## config.mk

```make
export PLATFORM = sky130hd
export DESIGN_NAME = decode_top
export DESIGN_NICKNAME = d
export VERILOG_FILES = /design/src/design/decode_pkg.sv /design/src/design/decode_if.sv /design/src/design/decode_classify.sv /design/src/design/decode_imm_gen.sv /design/src/design/decode_op_encode.sv /design/src/design/decode_out_reg.sv /design/src/design/decode_top.sv
export VERILOG_INCLUDE_DIRS = /design/src /design/src/design
export SDC_FILE = /design/constraint.sdc
export NUM_CORES = 1
export LEC_CHECK = 0
export ABC_CLOCK_PERIOD_IN_PS = 2750
export BUFFER_PORTS_ARGS = -buffer_cell sky130_fd_sc_hd__buf_2
export CORE_ASPECT_RATIO = 1.2
export CORE_MARGIN = 3
export CORE_UTILIZATION = 53
export CTS_BUF_LIST = sky130_fd_sc_hd__clkbuf_4
export CTS_CLUSTER_SIZE = 10
export DETAILED_ROUTE_END_ITERATION = 6
export PLACE_DENSITY = 0.83
export SYNTH_ARGS = -nofsm -noshare
export SYNTH_HDL_FRONTEND = slang
export SYNTH_SLANG_ARGS = --single-unit
```

## constraint.sdc

```tcl
create_clock -name i_clk -period 2.75 [get_ports i_clk]
set_input_delay 0.55 -clock i_clk [delete_from_list [all_inputs] [get_ports i_clk]]
set_output_delay 0.55 -clock i_clk [all_outputs]
set_load 0.01 [all_outputs]
```

## src/design/decode_settings.svh

```systemverilog
`ifndef DECODE_SETTINGS_SVH
`define DECODE_SETTINGS_SVH

// instruction word and data path
`define DEC_INST_W 32
`define DEC_XLEN 64

// register file index
`define DEC_REG_IDX_W 5

// operation code widths
`define DEC_ALUOP_W 6
`define DEC_MEMOP_W 4
`define DEC_EXCOP_W 4
`define DEC_PCOP_W 3

`endif

```

## src/design/decode_pkg.sv

```systemverilog
`include "decode_settings.svh"

package decode_pkg;

  typedef logic [`DEC_INST_W-1:0]    inst_t;
  typedef logic [`DEC_XLEN-1:0]      imm_t;
  typedef logic [`DEC_REG_IDX_W-1:0] reg_idx_t;
  typedef logic [2:0]                funct3_t;
  typedef logic [6:0]                funct7_t;
  typedef logic [11:0]               funct12_t;

  // major opcode groups, only for opcodes ending in 2'b11
  typedef enum logic [3:0] {
    cls_load, cls_store, cls_branch, cls_jalr, cls_jal,
    cls_op_imm, cls_op, cls_op_imm_32, cls_op_32,
    cls_auipc, cls_lui, cls_system, cls_none
  } inst_class_e;

  typedef enum logic [2:0] {
    fmt_r, fmt_i, fmt_s, fmt_b, fmt_u, fmt_j, fmt_none
  } inst_fmt_e;

  typedef enum logic [`DEC_ALUOP_W-1:0] {
    alu_nop = 0,
    alu_add, alu_sub, alu_xor, alu_or, alu_and,
    alu_sll, alu_srl, alu_sra, alu_sllw, alu_srlw, alu_sraw,
    alu_slt, alu_sltu,
    alu_beq, alu_bne, alu_blt, alu_bge, alu_bltu, alu_bgeu,
    alu_mul, alu_mulh, alu_mulhsu, alu_mulhu, alu_mulw,
    alu_div, alu_divu, alu_rem, alu_remu,
    alu_divw, alu_divuw, alu_remw, alu_remuw
  } alu_op_e;

  typedef enum logic [`DEC_MEMOP_W-1:0] {
    mem_none = 0,
    mem_lb, mem_lh, mem_lw, mem_ld, mem_lbu, mem_lhu, mem_lwu,
    mem_sb, mem_sh, mem_sw, mem_sd
  } mem_op_e;

  // one per class, ebreak split out of system
  typedef enum logic [`DEC_EXCOP_W-1:0] {
    exc_none = 0,
    exc_load, exc_store, exc_branch, exc_jalr, exc_jal,
    exc_op_imm, exc_op, exc_op_imm_32, exc_op_32,
    exc_auipc, exc_lui, exc_system, exc_ebreak
  } exc_op_e;

  typedef enum logic [`DEC_PCOP_W-1:0] {
    pc_inc4 = 0,
    pc_branch,
    pc_jal,
    pc_jalr,
    pc_trap
  } pc_op_e;

endpackage

```

## src/design/decode_if.sv

```systemverilog
`timescale 1ns/10ps
`include "decode_settings.svh"

// split fields of the word being decoded
interface decode_fields_if import decode_pkg::*; ();
  inst_class_e inst_class;
  inst_fmt_e   inst_fmt;
  funct3_t     funct3;
  funct7_t     funct7;
  funct12_t    funct12;
  inst_t       inst;

  modport src (output inst_class, inst_fmt, funct3, funct7, funct12, inst);
  modport dst (input inst_class, inst_fmt, funct3, funct7, funct12, inst);
endinterface

// decoded result ahead of the output register
interface decode_result_if import decode_pkg::*; ();
  reg_idx_t rs1;
  reg_idx_t rs2;
  reg_idx_t rd;
  imm_t     imm;
  alu_op_e  alu_op;
  mem_op_e  mem_op;
  exc_op_e  exc_op;
  pc_op_e   pc_op;
  logic     trap_ecall;
  logic     trap_ebreak;
  logic     trap_mret;

  modport src (
    output rs1, rs2, rd, imm, alu_op, mem_op, exc_op, pc_op,
    output trap_ecall, trap_ebreak, trap_mret
  );
  modport dst (
    input rs1, rs2, rd, imm, alu_op, mem_op, exc_op, pc_op,
    input trap_ecall, trap_ebreak, trap_mret
  );
endinterface

```

## src/design/decode_classify.sv

```systemverilog
`timescale 1ns/10ps
`include "decode_settings.svh"

module decode_classify import decode_pkg::*; (
  input  inst_t        i_inst,
  decode_fields_if.src fields,
  decode_result_if.src result
);

  logic [6:0]  opcode;
  inst_class_e inst_class;
  inst_fmt_e   inst_fmt;
  logic        need_rs1;
  logic        need_rs2;
  logic        need_rd;

  assign opcode = i_inst[6:0];

  // opcode[6:2] picks the group once the low bits say 32-bit encoding
  always_comb begin
    inst_class = cls_none;
    if (opcode[1:0] == 2'b11) begin
      case (opcode[6:2])
        5'b00000: inst_class = cls_load;
        5'b01000: inst_class = cls_store;
        5'b11000: inst_class = cls_branch;
        5'b11001: inst_class = cls_jalr;
        5'b11011: inst_class = cls_jal;
        5'b00100: inst_class = cls_op_imm;
        5'b01100: inst_class = cls_op;
        5'b00110: inst_class = cls_op_imm_32;
        5'b01110: inst_class = cls_op_32;
        5'b00101: inst_class = cls_auipc;
        5'b01101: inst_class = cls_lui;
        5'b11100: inst_class = cls_system;
        default:  inst_class = cls_none;
      endcase
    end
  end

  always_comb begin
    case (inst_class)
      cls_op, cls_op_32: inst_fmt = fmt_r;
      cls_load, cls_op_imm, cls_op_imm_32, cls_jalr, cls_system: inst_fmt = fmt_i;
      cls_store:          inst_fmt = fmt_s;
      cls_branch:         inst_fmt = fmt_b;
      cls_auipc, cls_lui: inst_fmt = fmt_u;
      cls_jal:            inst_fmt = fmt_j;
      default:            inst_fmt = fmt_none;
    endcase
  end

  // which register slots the format actually uses
  assign need_rs1 = inst_fmt inside {fmt_r, fmt_i, fmt_s, fmt_b};
  assign need_rs2 = inst_fmt inside {fmt_r, fmt_s, fmt_b};
  assign need_rd  = inst_fmt inside {fmt_r, fmt_i, fmt_u, fmt_j};

  assign fields.inst       = i_inst;
  assign fields.inst_class = inst_class;
  assign fields.inst_fmt   = inst_fmt;
  assign fields.funct3     = i_inst[14:12];
  assign fields.funct7     = i_inst[31:25];
  assign fields.funct12    = i_inst[31:20];

  assign result.rs1 = need_rs1 ? i_inst[19:15] : '0;
  assign result.rs2 = need_rs2 ? i_inst[24:20] : '0;
  assign result.rd  = need_rd  ? i_inst[11:7]  : '0;

  // an unknown opcode gets no format and touches no register
  always_comb begin
    a_none_class_no_fmt: assert final (inst_class != cls_none ||
      (inst_fmt == fmt_none && result.rs1 == '0 && result.rs2 == '0 && result.rd == '0));
  end

endmodule

```

## src/design/decode_imm_gen.sv

```systemverilog
`timescale 1ns/10ps
`include "decode_settings.svh"

module decode_imm_gen import decode_pkg::*; (
  decode_fields_if.dst fields,
  decode_result_if.src result
);

  inst_t inst;
  imm_t  imm_i;
  imm_t  imm_s;
  imm_t  imm_b;
  imm_t  imm_u;
  imm_t  imm_j;

  assign inst = fields.inst;

  // sign always from bit 31
  assign imm_i = {{(`DEC_XLEN-12){inst[31]}}, inst[31:20]};
  assign imm_s = {{(`DEC_XLEN-12){inst[31]}}, inst[31:25], inst[11:7]};
  assign imm_b = {{(`DEC_XLEN-13){inst[31]}}, inst[31], inst[7], inst[30:25], inst[11:8], 1'b0};
  assign imm_u = {{(`DEC_XLEN-32){inst[31]}}, inst[31:12], 12'b0};
  assign imm_j = {{(`DEC_XLEN-21){inst[31]}}, inst[31], inst[19:12], inst[20], inst[30:21], 1'b0};

  always_comb begin
    case (fields.inst_fmt)
      fmt_i:   result.imm = imm_i;
      fmt_s:   result.imm = imm_s;
      fmt_b:   result.imm = imm_b;
      fmt_u:   result.imm = imm_u;
      fmt_j:   result.imm = imm_j;
      default: result.imm = '0;
    endcase
  end

  // branch and jump targets are halfword aligned
  always_comb begin
    a_bj_even: assert final (!(fields.inst_fmt inside {fmt_b, fmt_j}) || !result.imm[0]);
  end

endmodule

```

## src/design/decode_op_encode.sv

```systemverilog
`timescale 1ns/10ps
`include "decode_settings.svh"

module decode_op_encode import decode_pkg::*; (
  decode_fields_if.dst fields,
  decode_result_if.src result
);

  inst_class_e cls;
  funct3_t     f3;
  funct7_t     f7;
  logic        priv;

  assign cls = fields.inst_class;
  assign f3  = fields.funct3;
  assign f7  = fields.funct7;

  // system with funct3 000 carries the trap encodings in funct12
  assign priv               = (cls == cls_system) && (f3 == 3'b000);
  assign result.trap_ecall  = priv && (fields.funct12 == 12'h000);
  assign result.trap_ebreak = priv && (fields.funct12 == 12'h001);
  assign result.trap_mret   = priv && (fields.funct12 == 12'h302);

  always_comb begin
    result.alu_op = alu_nop;
    case (cls)
      cls_load, cls_store, cls_jal, cls_jalr, cls_auipc, cls_lui: result.alu_op = alu_add;
      cls_branch: begin
        case (f3)
          3'b000:  result.alu_op = alu_beq;
          3'b001:  result.alu_op = alu_bne;
          3'b100:  result.alu_op = alu_blt;
          3'b101:  result.alu_op = alu_bge;
          3'b110:  result.alu_op = alu_bltu;
          3'b111:  result.alu_op = alu_bgeu;
          default: result.alu_op = alu_nop;
        endcase
      end
      cls_op_imm: begin
        case (f3)
          3'b000: result.alu_op = alu_add;
          3'b010: result.alu_op = alu_slt;
          3'b011: result.alu_op = alu_sltu;
          3'b100: result.alu_op = alu_xor;
          3'b110: result.alu_op = alu_or;
          3'b111: result.alu_op = alu_and;
          // shamt is six bits on rv64, funct7[0] belongs to it
          3'b001: if (f7[6:1] == 6'b000000) result.alu_op = alu_sll;
          3'b101: begin
            if (f7[6:1] == 6'b000000) result.alu_op = alu_srl;
            else if (f7[6:1] == 6'b010000) result.alu_op = alu_sra;
          end
          default: result.alu_op = alu_nop;
        endcase
      end
      cls_op_imm_32: begin
        if (f3 == 3'b000) result.alu_op = alu_add;
        else if (f3 == 3'b001 && f7 == 7'b0000000) result.alu_op = alu_sllw;
        else if (f3 == 3'b101 && f7 == 7'b0000000) result.alu_op = alu_srlw;
        else if (f3 == 3'b101 && f7 == 7'b0100000) result.alu_op = alu_sraw;
      end
      cls_op: begin
        if (f7 == 7'b0000001) begin
          case (f3)
            3'b000: result.alu_op = alu_mul;
            3'b001: result.alu_op = alu_mulh;
            3'b010: result.alu_op = alu_mulhsu;
            3'b011: result.alu_op = alu_mulhu;
            3'b100: result.alu_op = alu_div;
            3'b101: result.alu_op = alu_divu;
            3'b110: result.alu_op = alu_rem;
            3'b111: result.alu_op = alu_remu;
          endcase
        end else if (f7 == 7'b0000000) begin
          case (f3)
            3'b000: result.alu_op = alu_add;
            3'b001: result.alu_op = alu_sll;
            3'b010: result.alu_op = alu_slt;
            3'b011: result.alu_op = alu_sltu;
            3'b100: result.alu_op = alu_xor;
            3'b101: result.alu_op = alu_srl;
            3'b110: result.alu_op = alu_or;
            3'b111: result.alu_op = alu_and;
          endcase
        end else if (f7 == 7'b0100000) begin
          if (f3 == 3'b000) result.alu_op = alu_sub;
          else if (f3 == 3'b101) result.alu_op = alu_sra;
        end
      end
      cls_op_32: begin
        if (f7 == 7'b0000001) begin
          case (f3)
            3'b000:  result.alu_op = alu_mulw;
            3'b100:  result.alu_op = alu_divw;
            3'b101:  result.alu_op = alu_divuw;
            3'b110:  result.alu_op = alu_remw;
            3'b111:  result.alu_op = alu_remuw;
            default: result.alu_op = alu_nop;
          endcase
        end else if (f7 == 7'b0000000) begin
          if (f3 == 3'b000) result.alu_op = alu_add;
          else if (f3 == 3'b001) result.alu_op = alu_sllw;
          else if (f3 == 3'b101) result.alu_op = alu_srlw;
        end else if (f7 == 7'b0100000) begin
          if (f3 == 3'b000) result.alu_op = alu_sub;
          else if (f3 == 3'b101) result.alu_op = alu_sraw;
        end
      end
      default: result.alu_op = alu_nop;
    endcase
  end

  always_comb begin
    result.mem_op = mem_none;
    if (cls == cls_load) begin
      case (f3)
        3'b000:  result.mem_op = mem_lb;
        3'b001:  result.mem_op = mem_lh;
        3'b010:  result.mem_op = mem_lw;
        3'b011:  result.mem_op = mem_ld;
        3'b100:  result.mem_op = mem_lbu;
        3'b101:  result.mem_op = mem_lhu;
        3'b110:  result.mem_op = mem_lwu;
        default: result.mem_op = mem_none;
      endcase
    end else if (cls == cls_store) begin
      case (f3)
        3'b000:  result.mem_op = mem_sb;
        3'b001:  result.mem_op = mem_sh;
        3'b010:  result.mem_op = mem_sw;
        3'b011:  result.mem_op = mem_sd;
        default: result.mem_op = mem_none;
      endcase
    end
  end

  always_comb begin
    case (cls)
      cls_load:      result.exc_op = exc_load;
      cls_store:     result.exc_op = exc_store;
      cls_branch:    result.exc_op = exc_branch;
      cls_jalr:      result.exc_op = exc_jalr;
      cls_jal:       result.exc_op = exc_jal;
      cls_op_imm:    result.exc_op = exc_op_imm;
      cls_op:        result.exc_op = exc_op;
      cls_op_imm_32: result.exc_op = exc_op_imm_32;
      cls_op_32:     result.exc_op = exc_op_32;
      cls_auipc:     result.exc_op = exc_auipc;
      cls_lui:       result.exc_op = exc_lui;
      cls_system:    result.exc_op = result.trap_ebreak ? exc_ebreak : exc_system;
      default:       result.exc_op = exc_none;
    endcase
  end

  // priority order, ebreak stays on inc4
  always_comb begin
    if (cls == cls_branch) result.pc_op = pc_branch;
    else if (cls == cls_jal) result.pc_op = pc_jal;
    else if (cls == cls_jalr) result.pc_op = pc_jalr;
    else if (result.trap_ecall || result.trap_mret) result.pc_op = pc_trap;
    else result.pc_op = pc_inc4;
  end

endmodule

```

## src/design/decode_out_reg.sv

```systemverilog
`timescale 1ns/10ps
`include "decode_settings.svh"

module decode_out_reg import decode_pkg::*; (
  input  logic         i_clk,
  input  logic         i_arst_n,
  input  logic         i_valid,
  output logic         o_ready,
  input  logic         i_ready,
  output logic         o_valid,
  decode_result_if.dst d,
  output reg_idx_t     o_rs1,
  output reg_idx_t     o_rs2,
  output reg_idx_t     o_rd,
  output imm_t         o_imm,
  output alu_op_e      o_alu_op,
  output mem_op_e      o_mem_op,
  output exc_op_e      o_exc_op,
  output pc_op_e       o_pc_op,
  output logic         o_trap_ecall,
  output logic         o_trap_ebreak,
  output logic         o_trap_mret
);

  logic load;

  // free when empty or draining this edge
  assign o_ready = !o_valid || i_ready;
  assign load    = i_valid && o_ready;

  always_ff @(posedge i_clk or negedge i_arst_n) begin
    if (!i_arst_n) begin
      o_valid <= 1'b0;
    end else if (load) begin
      o_valid <= 1'b1;
    end else if (i_ready) begin
      o_valid <= 1'b0;
    end
  end

  always_ff @(posedge i_clk) begin
    if (load) begin
      o_rs1         <= d.rs1;
      o_rs2         <= d.rs2;
      o_rd          <= d.rd;
      o_imm         <= d.imm;
      o_alu_op      <= d.alu_op;
      o_mem_op      <= d.mem_op;
      o_exc_op      <= d.exc_op;
      o_pc_op       <= d.pc_op;
      o_trap_ecall  <= d.trap_ecall;
      o_trap_ebreak <= d.trap_ebreak;
      o_trap_mret   <= d.trap_mret;
    end
  end

  a_hold_stalled: assert property (@(posedge i_clk) disable iff (!i_arst_n)
    (o_valid && !i_ready) |=> o_valid && $stable({o_rs1, o_rs2, o_rd, o_imm, o_alu_op,
      o_mem_op, o_exc_op, o_pc_op, o_trap_ecall, o_trap_ebreak, o_trap_mret}))
    else $error("decoded result changed while stalled");

endmodule

```

## src/design/decode_top.sv

```systemverilog
`timescale 1ns/10ps
`include "decode_settings.svh"

module decode_top import decode_pkg::*; (
  input  logic     i_clk,
  input  logic     i_arst_n,
  input  inst_t    i_inst,
  input  logic     i_valid,
  output logic     o_ready,
  input  logic     i_ready,
  output logic     o_valid,
  output reg_idx_t o_rs1,
  output reg_idx_t o_rs2,
  output reg_idx_t o_rd,
  output imm_t     o_imm,
  output alu_op_e  o_alu_op,
  output mem_op_e  o_mem_op,
  output exc_op_e  o_exc_op,
  output pc_op_e   o_pc_op,
  output logic     o_trap_ecall,
  output logic     o_trap_ebreak,
  output logic     o_trap_mret
);

  decode_fields_if fields_if ();
  decode_result_if result_if ();

  // combinational decode
  decode_classify decode_classify_i (
    .i_inst (i_inst),
    .fields (fields_if.src),
    .result (result_if.src)
  );

  decode_imm_gen decode_imm_gen_i (
    .fields (fields_if.dst),
    .result (result_if.src)
  );

  decode_op_encode decode_op_encode_i (
    .fields (fields_if.dst),
    .result (result_if.src)
  );

  // one-entry pipeline register
  decode_out_reg decode_out_reg_i (
    .i_clk         (i_clk),
    .i_arst_n      (i_arst_n),
    .i_valid       (i_valid),
    .o_ready       (o_ready),
    .i_ready       (i_ready),
    .o_valid       (o_valid),
    .d             (result_if.dst),
    .o_rs1         (o_rs1),
    .o_rs2         (o_rs2),
    .o_rd          (o_rd),
    .o_imm         (o_imm),
    .o_alu_op      (o_alu_op),
    .o_mem_op      (o_mem_op),
    .o_exc_op      (o_exc_op),
    .o_pc_op       (o_pc_op),
    .o_trap_ecall  (o_trap_ecall),
    .o_trap_ebreak (o_trap_ebreak),
    .o_trap_mret   (o_trap_mret)
  );

endmodule

```

==> flow_metrics.env, run 1 <==
export IMPL_status="complete, no violations"
export IMPL_grt_first_pass_wirelength_um=18200
export IMPL_clk_insertion_delay_late_ps=420
export IMPL_timing_critical_path_mode_cell="ha_1"
export IMPL_critical_path_cell_chain="buf_2, inv_1, ha_1, and3b_1, a21oi_1, o22ai_1, and2_4, ha_1, buf_4, o32a_2, o21a_1, a22o_1"
export IMPL_drv_cap=0
export IMPL_overflow=0
export IMPL_reg2reg_slack_ps=1420
export IMPL_cts_tree="done"
export IMPL_cp_required_ps=2930
export IMPL_cp_slowest_cell="o32a_2"
export IMPL_synthArstFlopShare_pct=1.47
export IMPL_cts_sinks=68
export IMPL_fin_crit_ps=2570
export IMPL_drtAntennaViolNets=0
export IMPL_crit_buf_inv=3
export IMPL_tightest_slew_ps=696
export IMPL_first_iter_violations=276
export IMPL_crit_path_end="decode_out_reg_i.o_imm[4]"
export IMPL_fmax_mhz=389
export IMPL_pre_cts_ws_ps=-286
export IMPL_criticalPathCategory="input pin to flip-flop"
export IMPL_die_x_um=87.9
export IMPL_pwr_density_cell_nw_per_um2=437
export IMPL_grt_total_usage_pct=25.4
export IMPL_nets=613
export IMPL_gp_congestion=0.941
export IMPL_worstSetupEndpointType="flip-flop"
export IMPL_coreArea_um2=7750
export IMPL_htreeDepth=3
export IMPL_clock_skew_ps=16.9
export IMPL_grt_pass1_vias=3672
export IMPL_grt_max_degree=68
export IMPL_avgSynthCellArea_um2=10.6
export IMPL_rr_startpoint="decode_out_reg_i.o_valid"
export IMPL_cp_top_family="compound AO/OA/AOI/OAI gates"
export IMPL_ir_drop_uv=197
export IMPL_finalHoldViolations=0
export IMPL_worstPathMaxFanout=5
export IMPL_yosys_most_used_dff="edfxtp_1"
export IMPL_synth_edf_count=67
export IMPL_cp_startpoint="i_inst[3]"
export IMPL_io_buffers=136
export IMPL_viasPerCell=5.96
export IMPL_drcViolationCount=0
export IMPL_rsz0062_at_grt="no"
export IMPL_cp_start_kind="input pin"
export IMPL_first_pass_iters=5
export IMPL_comb_power_share_pct=18.6
export IMPL_drive_gt1_share_pct=41.9
export IMPL_rr_worst_depth=3
export IMPL_p_sw_w=0.000692
export IMPL_synth_warnings=0
export IMPL_ys_types=65
export IMPL_antenna_found_initial=0
export IMPL_vias=3893
export IMPL_ys_seq_area_share_pct=47.8
export IMPL_cts_inserted_buffers=9
export IMPL_synth_cells=401
export IMPL_critical_path_arrival_ps=2740
export IMPL_fp_row_count=35
export IMPL_final_cell_count_no_fill=653
export IMPL_netSwitchingFraction_pct=29.4
export IMPL_slowest_delay_ps=410
export IMPL_relSlewSlack_pct=53.3
export IMPL_power_share_clock_pct=30.1
export IMPL_start_util_pct=55.0
export IMPL_hold_class="input pin to flip-flop"
export IMPL_cts_root_buf="clkbuf_4"
export IMPL_avgRoutedWirePerCell_um=18.3
export IMPL_timing_hold_ws_ps=347
export IMPL_synth_fp_nets=458
export IMPL_clock_path_buffers=2
export IMPL_syn_area_um2=4260
export IMPL_dp_hpwl_um=9020
export IMPL_die_area_um2=9160
export IMPL_drv_slew=0
export IMPL_p_leak_nw=2.47
export IMPL_internal_power_w=0.00166
export IMPL_timing_final_crit_share_pct=93.4
export IMPL_num_io_pins=137
export IMPL_worst_path_stages=12
export IMPL_fin_setup_tns_ps=0
export IMPL_r2r_end="decode_out_reg_i.o_exc_op[2]"
export IMPL_clk_pin_slew_ps=120
export IMPL_p_seq_share_pct=51.3
export IMPL_yosys_register_bits=68
export IMPL_finalSetupViolCount=0
export IMPL_finalWorstSetupSlack_ps=182
export IMPL_areaGrowthSynthToFinish_pct=26.3
export IMPL_antenna_cells=0
export IMPL_dpl_cell_count=635
export IMPL_wl_um=11900
export IMPL_die_y_um=104
-- metrics by stage --
stage	power (W)	utilization [%]	cell area, µm²
3_3_place_gp	0.00165	67.1	5200
5_1_grt	0.00245	69.5	5390
2_1_floorplan	0.00148	-	4280
4_1_cts	0.00236	69.1	5360
3_5_place_dp	0.00166	67.1	5200
6_report	0.00235	69.5	5390
-- kinds of logic after synthesis --
group                    synth area share (%)
multiplexers                             1.53
adder cells (fa/ha/maj)                  6.16
AND/OR/NAND/NOR                          14.9
XOR/XNOR                                0.411
flip-flops                               47.8
buffers and inverters                    9.27
AO/OA/AOI/OAI                            20.0
-- Yosys cell counts (all sizes together), types with 2 or more instances --
| cell type | number | area (µm²) |
|---|---|---|
| a211oi | 4 | 35.0 |
| a21boi | 6 | 56.3 |
| a21o | 11 | 82.6 |
| a21oi | 23 | 119 |
| a22o | 13 | 114 |
| a31oi | 2 | 12.5 |
| a32oi | 3 | 26.3 |
| a41o | 2 | 20.0 |
| and2 | 15 | 93.8 |
| and3 | 7 | 43.8 |
| buf | 41 | 294 |
| clkbuf | 13 | 48.8 |
| edfxtp | 67 | 2010 |
| ha | 21 | 263 |
| inv | 14 | 52.6 |
| mux2i | 5 | 53.8 |
| nand2 | 18 | 67.6 |
| nand2b | 6 | 37.5 |
| nand3 | 12 | 60.1 |
| nand4 | 4 | 25.0 |
| nor2 | 27 | 101 |
| nor2b | 6 | 37.5 |
| nor3 | 10 | 50.1 |
| nor4 | 4 | 25.0 |
| o211ai | 2 | 15.0 |
| o21a | 6 | 52.6 |
| o21ai | 18 | 101 |
| o21bai | 2 | 15.0 |
| o221ai | 2 | 17.5 |
| o22ai | 4 | 25.0 |
| o311ai | 3 | 26.3 |
| o31ai | 3 | 27.5 |
| o32ai | 3 | 26.3 |
| or3 | 4 | 25.0 |
-- cells in the final DEF, fill, tap and decap left out, types with 5 or more instances in the layout --
cell and n:
nor2_1 26, a21oi_1 21, o21ai_0 13, buf_4 58
nor2b_1 6, o21a_1 5, nor3_1 10, nand2_1 18
nand2b_1 5, buf_2 136, inv_1 13, ha_1 21
edfxtp_1 67, a22o_1 13, clkbuf_4 9, and2_1 13
a21o_1 11, and3_1 7, nand3_1 12, a21boi_0 5
-- timing repair --
item                                    in CTS  in global routing
gates resized for setup                      0                  2
endpoints found under the setup margin       0                 14
endpoints found under the hold margin        1                  0
buffers inserted                             0                  1
hold buffers                                 1                  0
-- registers in the layout (all words and copies together), names as in the netlist --
register,flops
decode_out_reg_i.o_alu_op,6
decode_out_reg_i.o_exc_op,4
decode_out_reg_i.o_imm,32
decode_out_reg_i.o_mem_op,4
decode_out_reg_i.o_pc_op,3
decode_out_reg_i.o_rd,5
decode_out_reg_i.o_rs1,5
decode_out_reg_i.o_rs2,5
decode_out_reg_i.o_trap_ebreak,1
decode_out_reg_i.o_trap_ecall,1
decode_out_reg_i.o_trap_mret,1
decode_out_reg_i.o_valid,1
-- area by class of cell --
class | instances | area, µm²
fill | 587 | 2370
sequential | 68 | 2040
multi-input combinational | 265 | 1840
timing repair buffer | 198 | 1190
tap | 92 | 115
clock inverter | 7 | 82.6
clock buffer | 9 | 67.6
inverter | 14 | 52.6
-- metal layers --
layer / routed length (µm) / part of all wire, % / up-vias / global-route usage [%]
li1: - / - / 1777 / -
met1: 4420 / 37 / 1860 / 29.1
met2: 6280 / 53 / 227 / 45.9
met3: 955 / 8.0 / 29 / 4.52
met4: 266 / 2.2 / 0 / 9.21
met5: 0 / 0 / - / 0
-- worst register-to-register path, stage by stage, from the launching register on --
cell and delay (ps):
dfrtp_1 390, nand2b_1 110, and2_2 180, buf_12 320
-- power groups by stage --
stage / Clock [W] / Sequential, W / Combinational [W]
finish: 0.000708 / 0.00121 / 0.000439
global route: 0.000765 / 0.00121 / 0.000475
CTS: 0.000715 / 0.00121 / 0.000433
detailed placement: 0 / 0.00123 / 0.000430
global placement: 0 / 0.00123 / 0.000419
floorplan: 0 / 0.00126 / 0.000224
-- worst min path at each step --
stage / start / to / cells after the start
after floorplan: i_arst_n / decode_out_reg_i.o_valid / 0
final: i_valid / decode_out_reg_i.o_valid / 2
after global placement: i_arst_n / decode_out_reg_i.o_valid / 1
after detailed placement: i_arst_n / decode_out_reg_i.o_valid / 1
after CTS: i_valid / decode_out_reg_i.o_valid / 2
after global routing: i_valid / decode_out_reg_i.o_valid / 2
(Power assumes the default switching activity.)
==> run 2, diff against run 1 <==
CORE_ASPECT_RATIO = 0.6   (was 1.2)
==> flow_metrics.env, run 2 (synthesis results as in run 1) <==
export IMPL_status="complete, no violations"
export IMPL_io_buffers=136
export IMPL_multi_input_comb_area_um2=1840
export IMPL_antenna_found_initial=0
export IMPL_critical_path_cell_chain="buf_2, inv_1, ha_1, and3b_1, a21oi_1, o22ai_1, and2_4, ha_1, buf_4, buf_4, o31ai_2, a22o_1"
export IMPL_fp_row_count=24
export IMPL_clk_insertion_delay_late_ps=430
export IMPL_clock_path_buffers=2
export IMPL_cp_slowest_cell="o31ai_2"
export IMPL_antenna_cells=0
export IMPL_cts_sinks=68
export IMPL_fin_area_um2=5460
export IMPL_grt_max_degree=41
export IMPL_first_pass_iters=5
export IMPL_clock_skew_ps=10.3
export IMPL_gp_congestion=0.907
export IMPL_drv_cap=0
export IMPL_fin_util_pct=72.5
export IMPL_vias=3856
export IMPL_cts_resized=0
export IMPL_finalHoldViolations=0
export IMPL_drtAntennaViolNets=0
export IMPL_timing_final_crit_share_pct=94.2
export IMPL_criticalPathCategory="input pin to flip-flop"
export IMPL_dpl_cell_count=653
export IMPL_die_y_um=75.5
export IMPL_slowest_delay_ps=540
export IMPL_drv_slew=0
export IMPL_fillerInstances=555
export IMPL_finalSetupViolCount=0
export IMPL_rsz0062_at_grt="no"
export IMPL_tightest_slew_ps=663
export IMPL_wl_um=11900
export IMPL_coreArea_um2=7540
export IMPL_avgRoutedWirePerCell_um=17.6
export IMPL_viasPerCell=5.74
export IMPL_ir_drop_uv=295
export IMPL_drcViolationCount=0
export IMPL_cp_top_family="compound AO/OA/AOI/OAI gates"
export IMPL_grt_total_usage_pct=25.1
export IMPL_htreeDepth=3
export IMPL_worstPathMaxFanout=8
export IMPL_pre_cts_ws_ps=-336
export IMPL_crit_buf_inv=4
export IMPL_worstSetupEndpointType="flip-flop"
export IMPL_dp_hpwl_um=9000
export IMPL_cts_root_buf="clkbuf_4"
export IMPL_start_util_pct=56.6
export IMPL_areaGrowthSynthToFinish_pct=28.1
export IMPL_cts_inserted_buffers=9
export IMPL_total_power_w=0.00232
export IMPL_regArea_um2=2040
export IMPL_largest_register="decode_out_reg_i.o_imm"
export IMPL_cts_tree="done"
export IMPL_critical_path_arrival_ps=2880
export IMPL_fmax_mhz=386
export IMPL_grt_pass1_vias=3453
export IMPL_num_io_pins=137
export IMPL_final_common_cell="buf_2"
export IMPL_placed_cell_area_um2=5270
export IMPL_die_x_um=122
export IMPL_overflow=0
export IMPL_drive_gt1_share_pct=42.3
export IMPL_die_area_um2=9190
export IMPL_clk_pin_slew_ps=120
export IMPL_finalWorstSetupSlack_ps=160
export IMPL_pwr_density_cell_nw_per_um2=424
export IMPL_cp_start_kind="input pin"
export IMPL_final_cell_count_no_fill=672
export IMPL_relSlewSlack_pct=55.8
export IMPL_largestRegisters="decode_out_reg_i.o_imm (32), decode_out_reg_i.o_alu_op (6)"
export IMPL_largest_reg_flops=32
export IMPL_first_iter_violations=510
export IMPL_fin_crit_ps=2590
export IMPL_final_cell_mix="buf_2, edfxtp_1, buf_4"
export IMPL_nets=620
export IMPL_grt_first_pass_wirelength_um=17500
export IMPL_cp_required_ps=3040
export IMPL_p_leak_nw=2.51
export IMPL_hold_class="input pin to flip-flop"
## run 2: cell types whose count changed in the layout (fill, tap and decap cells not counted)
cell / change
buf_4: +5
nand2b_2: -1
nand2b_1: +1
clkinv_4: +1
clkinv_2: +1
a21oi_2: -1
inv_8: -1
a21oi_1: +1
clkinvlp_4: +1
buf_12: +2
inv_6: -2
## run 2: where the power goes
part	internal, W	switching [W]
Combinational	0.000187	0.000262
Clock	0.000279	0.000385
Sequential	0.00119	0.0000174
## run 2: cell type report
class	count	share of cell area [%]
clock inverters	7	1.37
clock buffers	9	1.24
well taps	104	2.38
repair buffers	205	23.1
inverters	14	0.962
multi-input cells	265	33.6
flip-flops and latches	68	37.3
## run 2: metrics by stage
step | setup TNS (ps) | hold slack [ps]
after floorplan | -60.3 | 254
after global placement | -5780 | 325
after detailed placement | -9760 | 327
after CTS | 0 | 278
after global routing | 0 | 271
final | 0 | 302
## run 2: path summary, 6_finish.rpt
kind,startpoint,endpoint,slack (ps),cells after the start
worst min register to register,decode_out_reg_i.o_valid,decode_out_reg_i.o_valid,560,2
worst min-delay path,i_valid,decode_out_reg_i.o_valid,300,2
worst max register to register,decode_out_reg_i.o_valid,decode_out_reg_i.o_rd[4],1170,3
min in group asynchronous,i_arst_n,decode_out_reg_i.o_valid,410,2
worst max-delay path,i_inst[3],decode_out_reg_i.o_imm[17],160,12
max in group asynchronous,i_arst_n,decode_out_reg_i.o_valid,2260,2
## run 2: per-layer routing
metal	vias to the layer above	global-route usage [%]	share of wire, %
met5	-	0	0
met4	0	7.83	1.1
met3	17	6.45	10
met2	229	41.0	47
met1	1805	33.6	42
li1	1805	-	-
## run 2: repair_timing
action / CTS / global route
hold buffers: 1 / 0
buffers inserted: 0 / 2
setup endpoints to repair: 0 / 8
hold endpoints to repair: 1 / 0
